==> src/rvPkg.sv <==
`default_nettype none

package rvPkg;

	typedef logic [31:0] word_t;
	typedef logic [4:0] regAddr_t;

	typedef enum logic [2:0] {
		aluAdd = 3'd0,
		aluSub = 3'd1,
		aluAnd = 3'd2,
		aluOr  = 3'd3,
		aluXor = 3'd4,
		aluSlt = 3'd5
	} aluOp_t;

	// major opcodes
	localparam logic [6:0] opcReg    = 7'b0110011;
	localparam logic [6:0] opcImm    = 7'b0010011;
	localparam logic [6:0] opcLoad   = 7'b0000011;
	localparam logic [6:0] opcStore  = 7'b0100011;
	localparam logic [6:0] opcBranch = 7'b1100011;
	localparam logic [6:0] opcJal    = 7'b1101111;
	localparam logic [6:0] opcSystem = 7'b1110011;

	// funct3 of register ops and BEQ
	localparam logic [2:0] f3AddSub = 3'b000;
	localparam logic [2:0] f3Slt    = 3'b010;
	localparam logic [2:0] f3Xor    = 3'b100;
	localparam logic [2:0] f3Or     = 3'b110;
	localparam logic [2:0] f3And    = 3'b111;
	localparam logic [2:0] f3Beq    = 3'b000;

	localparam logic [6:0] f7Sub = 7'b0100000;

endpackage

`default_nettype wire

==> src/rvRegFile.sv <==
`default_nettype none

module rvRegFile (
	input  logic            CLK,
	input  logic            RSTn,
	input  rvPkg::regAddr_t ra1,
	input  rvPkg::regAddr_t ra2,
	input  rvPkg::regAddr_t wa,
	output rvPkg::word_t    rd1,
	output rvPkg::word_t    rd2,
	input  logic            we,
	input  rvPkg::word_t    wd
);

	rvPkg::word_t regs [32];

	always_ff @(posedge CLK) begin
		if (RSTn) begin
			for (int i = 0; i < 32; i++)
				regs[i] <= '0;
		end else if (we && wa != '0) begin
			regs[wa] <= wd;
		end
	end

	// x0 reads zero and a same-cycle write passes straight through
	assign rd1 = (ra1 == '0) ? '0 : ((we && ra1 == wa) ? wd : regs[ra1]);
	assign rd2 = (ra2 == '0) ? '0 : ((we && ra2 == wa) ? wd : regs[ra2]);

endmodule

`default_nettype wire

==> config.mk <==
export PLATFORM = sky130hd
export DESIGN_NAME = rvRegFile
export DESIGN_NICKNAME = d
export VERILOG_FILES = /design/src/rvPkg.sv /design/src/rvRegFile.sv
export SDC_FILE = /design/constraint.sdc
export NUM_CORES = 2
export LEC_CHECK = 0
export BUFFER_PORTS_ARGS = -buffer_cell sky130_fd_sc_hd__buf_2
export CORE_MARGIN = 4
export CORE_UTILIZATION = 25
export DETAILED_ROUTE_END_ITERATION = 12
export GPL_TIMING_DRIVEN = 1
export PLACE_DENSITY = 0.46
export SETUP_SLACK_MARGIN = 0.3
export SKIP_LAST_GASP = 1
export SYNTH_ARGS = -nofsm -noshare
export SYNTH_HDL_FRONTEND = slang
export SYNTH_SLANG_ARGS = --single-unit
export TNS_END_PERCENT = 1
==> constraint.sdc <==
create_clock -name CLK -period 6.9 [get_ports CLK]
set_clock_uncertainty 0.1 [all_clocks]
set_input_delay 0.69 -clock CLK [delete_from_list [all_inputs] [get_ports CLK]]
set_output_delay 0.69 -clock CLK [all_outputs]
set_load 0.02 [all_outputs]
==> flow_summary.yaml <==
sta:
  period_needed_ns: 5.06
  slew_headroom_pct: 14.4
  setup_violations: 0
  holdWs_ns: 0.330
  finalHoldViolations: 0
  min_period_over_period_pct: 73.3
  rsz0062_at_grt: "no"
  tns_ns: 0
  tightest_slew_ns: 1.28
  max_freq_mhz: 198
  drv_slew: 0
route:
  ant_nets: 0
  drt-total-wl_um: 239000
  first_pass_iters: 6
  drt_iter0_drc: 5222
  routed_via_density: 5.45
  drc: 0
  vias: 36400
  detail_route.wl_per_cell_um: 35.8
floorplanning:
  die_w_um: 476
  ios: 114
  die_y_um: 476
  die_area_um2: 226000
  start_util_pct: 25.2
  rows: 171
  core_region_area_um2: 217000
synthesis:
  synth_cells: 3740
  synth-seq-cells: 1024
  synth-edff-count: 1024
  netlist.area_leader.share_pct: 56.2
  synth.avg_cell_area_um2: 14.6
  yosys-top-cells-count: "edfxtp_1 (1,024), and2_1 (994), mux4_2 (388)"
  yosysTopAreaCell: "edfxtp_1"
  yosysSeqAreaShare_pct: 56.2
  syn-cell-area_um2: 54700
  synthTopCellsByArea: "edfxtp_1 (56%), mux4_2 (16%), and2_1 (11%)"
  yosys_warnings: 0
  synthFlopType: "edfxtp_1"
  synth.most_common_cell: "edfxtp_1"
  yosysUniqueCellTypes: 50
  postSynth.asyncResetShare_pct: 0
setup_path:
  crit_arrival_ns: 4.27
  path_max_fanout: 48
  worstSetupStartpointType: "primary input"
  slowest_stage: "or3b_4"
  critPathCaptureType: "output port"
  cp_num_cells: 8
  worstPathCellList: "buf_4 > or3b_4 > buf_4 > o22ai_1 > a2111oi_0 > a21oi_1 > a22o_1 > buf_2"
  critPathTopFamily: "compound AO/OA/AOI/OAI gates"
  worst-setup-path-type: "in2out"
  required_ns: 6.11
  path_buf_inv: 3
  critical_path.most_common_cell: "buf_4"
  slowest_delay_ns: 1.09
pwr:
  power_density_nw_per_um2: 250
  p_leak_nw: 21.3
  vdd_drop_max_mv: 0.210
  power_mw: 15.6
min_path:
  hold_start: "RSTn"
  hold_path_depth: 1
  timing.hold.worst_endpoint: "regs[0][15]"
  hold_class: "in2reg"
final_layout:
  regMostFlops: "regs"
  multi_input_area_um2: 22600
  largest_reg_flops: 1024
  num-nets-final: 3766
  nFillCells: 21800
  layout.cells.non_filler: 6680
  drive_above_1_share_pct: 23.3
  regArea_um2: 30700
  fin_util_pct: 28.7
  synthToLayoutAreaGrowth_pct: 13.9
  top_regs: "regs (1024)"
clock_tree:
  cts_htree_levels: 3
  hold_buffers: 0
  numCtsBuffers: 113
  cts_setup_buffers: 0
  clk_pin_slew_ns: 0.06
  cts_tree: "built"
  cts_sinks: 1024
  cts_root_buffer: "clkbuf_16"
  cts.path.max_buffers: 3
  cts_resized: 0
global_route:
  antenna_found_initial: 45
  track_usage_pct: 20.7
  overflow: 0
  grt_pass1_vias: 35800
  grt_max_degree: 97
  grt_pass1_wl_um: 322000
outcome:
  status: "finished clean"
placed_design:
  gp_congestion: 0.803
  dp_cells: 6455
  io_buffers: 113
  hpwl_um: 134000
job:
  cap_viol_max_count: 0
layout make-up:
type                       instances  share of cell area [%]
timing repair buffer             244                    2.76
multi-input combinational       2331                    36.3
tap                             2854                    5.73
antenna                           18                  0.0723
clock inverter                    61                   0.948
sequential                      1024                    49.3
inverter                           2                  0.0120
clock buffer                     146                    4.80
metal layers:
| metal | track usage [%] | vias up | share of wire (%) | wire length, um |
|---|---|---|---|---|
| met2 | 32.7 | 2038 | 46 | 110000 |
| met4 | 7.62 | 0 | 4.0 | 9440 |
| met1 | 28.6 | 19600 | 42 | 99600 |
| li1 | - | 14400 | - | - |
| met5 | 0 | - | 0 | 0 |
| met3 | 3.56 | 398 | 8.2 | 19700 |
cell usage in the layout, fill, tap and decap left out, types with 10 or more instances in the layout:
cell,Yosys,routed
o22ai_1,41,41
mux2i_1,281,281
clkbuf_1,302,31
diode_2,0,18
clkinv_2,0,19
edfxtp_1,1024,1024
nor2_4,0,34
clkbuf_16,0,115
and2_1,994,994
o221ai_1,42,42
nand2_1,35,35
mux4_2,388,388
conb_1,1,32
o211ai_1,10,10
a22o_1,55,55
or2_2,33,31
bufinv_16,0,10
buf_4,22,125
a2111oi_0,24,24
xnor2_1,10,10
a21oi_1,78,77
buf_2,69,105
a221o_1,13,13
a22oi_1,133,133
o221a_2,18,18
buf_12,0,10
clkinv_1,0,24
nand3_1,12,12
power breakdown:
group / leakage [nW] / total [mW] / internal [mW] / switching [mW]
clock network: 1.75 / 6.16 / 3.43 / 2.73
logic: 9.81 / 2.05 / 0.729 / 1.32
registers: 9.75 / 7.36 / 7.19 / 0.168
through the flow:
stage                     instance area [um^2]  setup WS (ns)
after global placement                   58700           2.05
final                                    62300           1.84
after CTS                                62300           1.89
after floorplan                          54800           3.57
after global routing                     62300           1.86
after detailed placement                 58700           1.90
worst max path at each step:
stage	slack [ns]	endpoint	from
floorplan	3.57	rd2[10]	ra2[1]
global placement	2.05	rd2[23]	ra2[2]
detailed placement	1.90	rd2[23]	ra2[2]
CTS	1.89	rd2[23]	ra2[2]
global route	1.86	rd2[23]	ra2[2]
finish	1.84	rd2[23]	ra2[2]
logic make-up (layout without fill, tap and decap cells):
| group | after synthesis | count (layout) | share of synthesized area [%] |
|---|---|---|---|
| XOR/XNOR | 10 | 10 | 0.160 |
| multiplexers | 674 | 674 | 21.2 |
| other | 1 | 50 | 0.00685 |
| flip-flops | 1024 | 1024 | 56.2 |
| AO/OA/AOI/OAI | 469 | 469 | 6.45 |
| buffers and inverters | 416 | 453 | 3.23 |
| AND/OR/NAND/NOR | 1146 | 1146 | 12.7 |
Power figures use the tool's default switching activity.
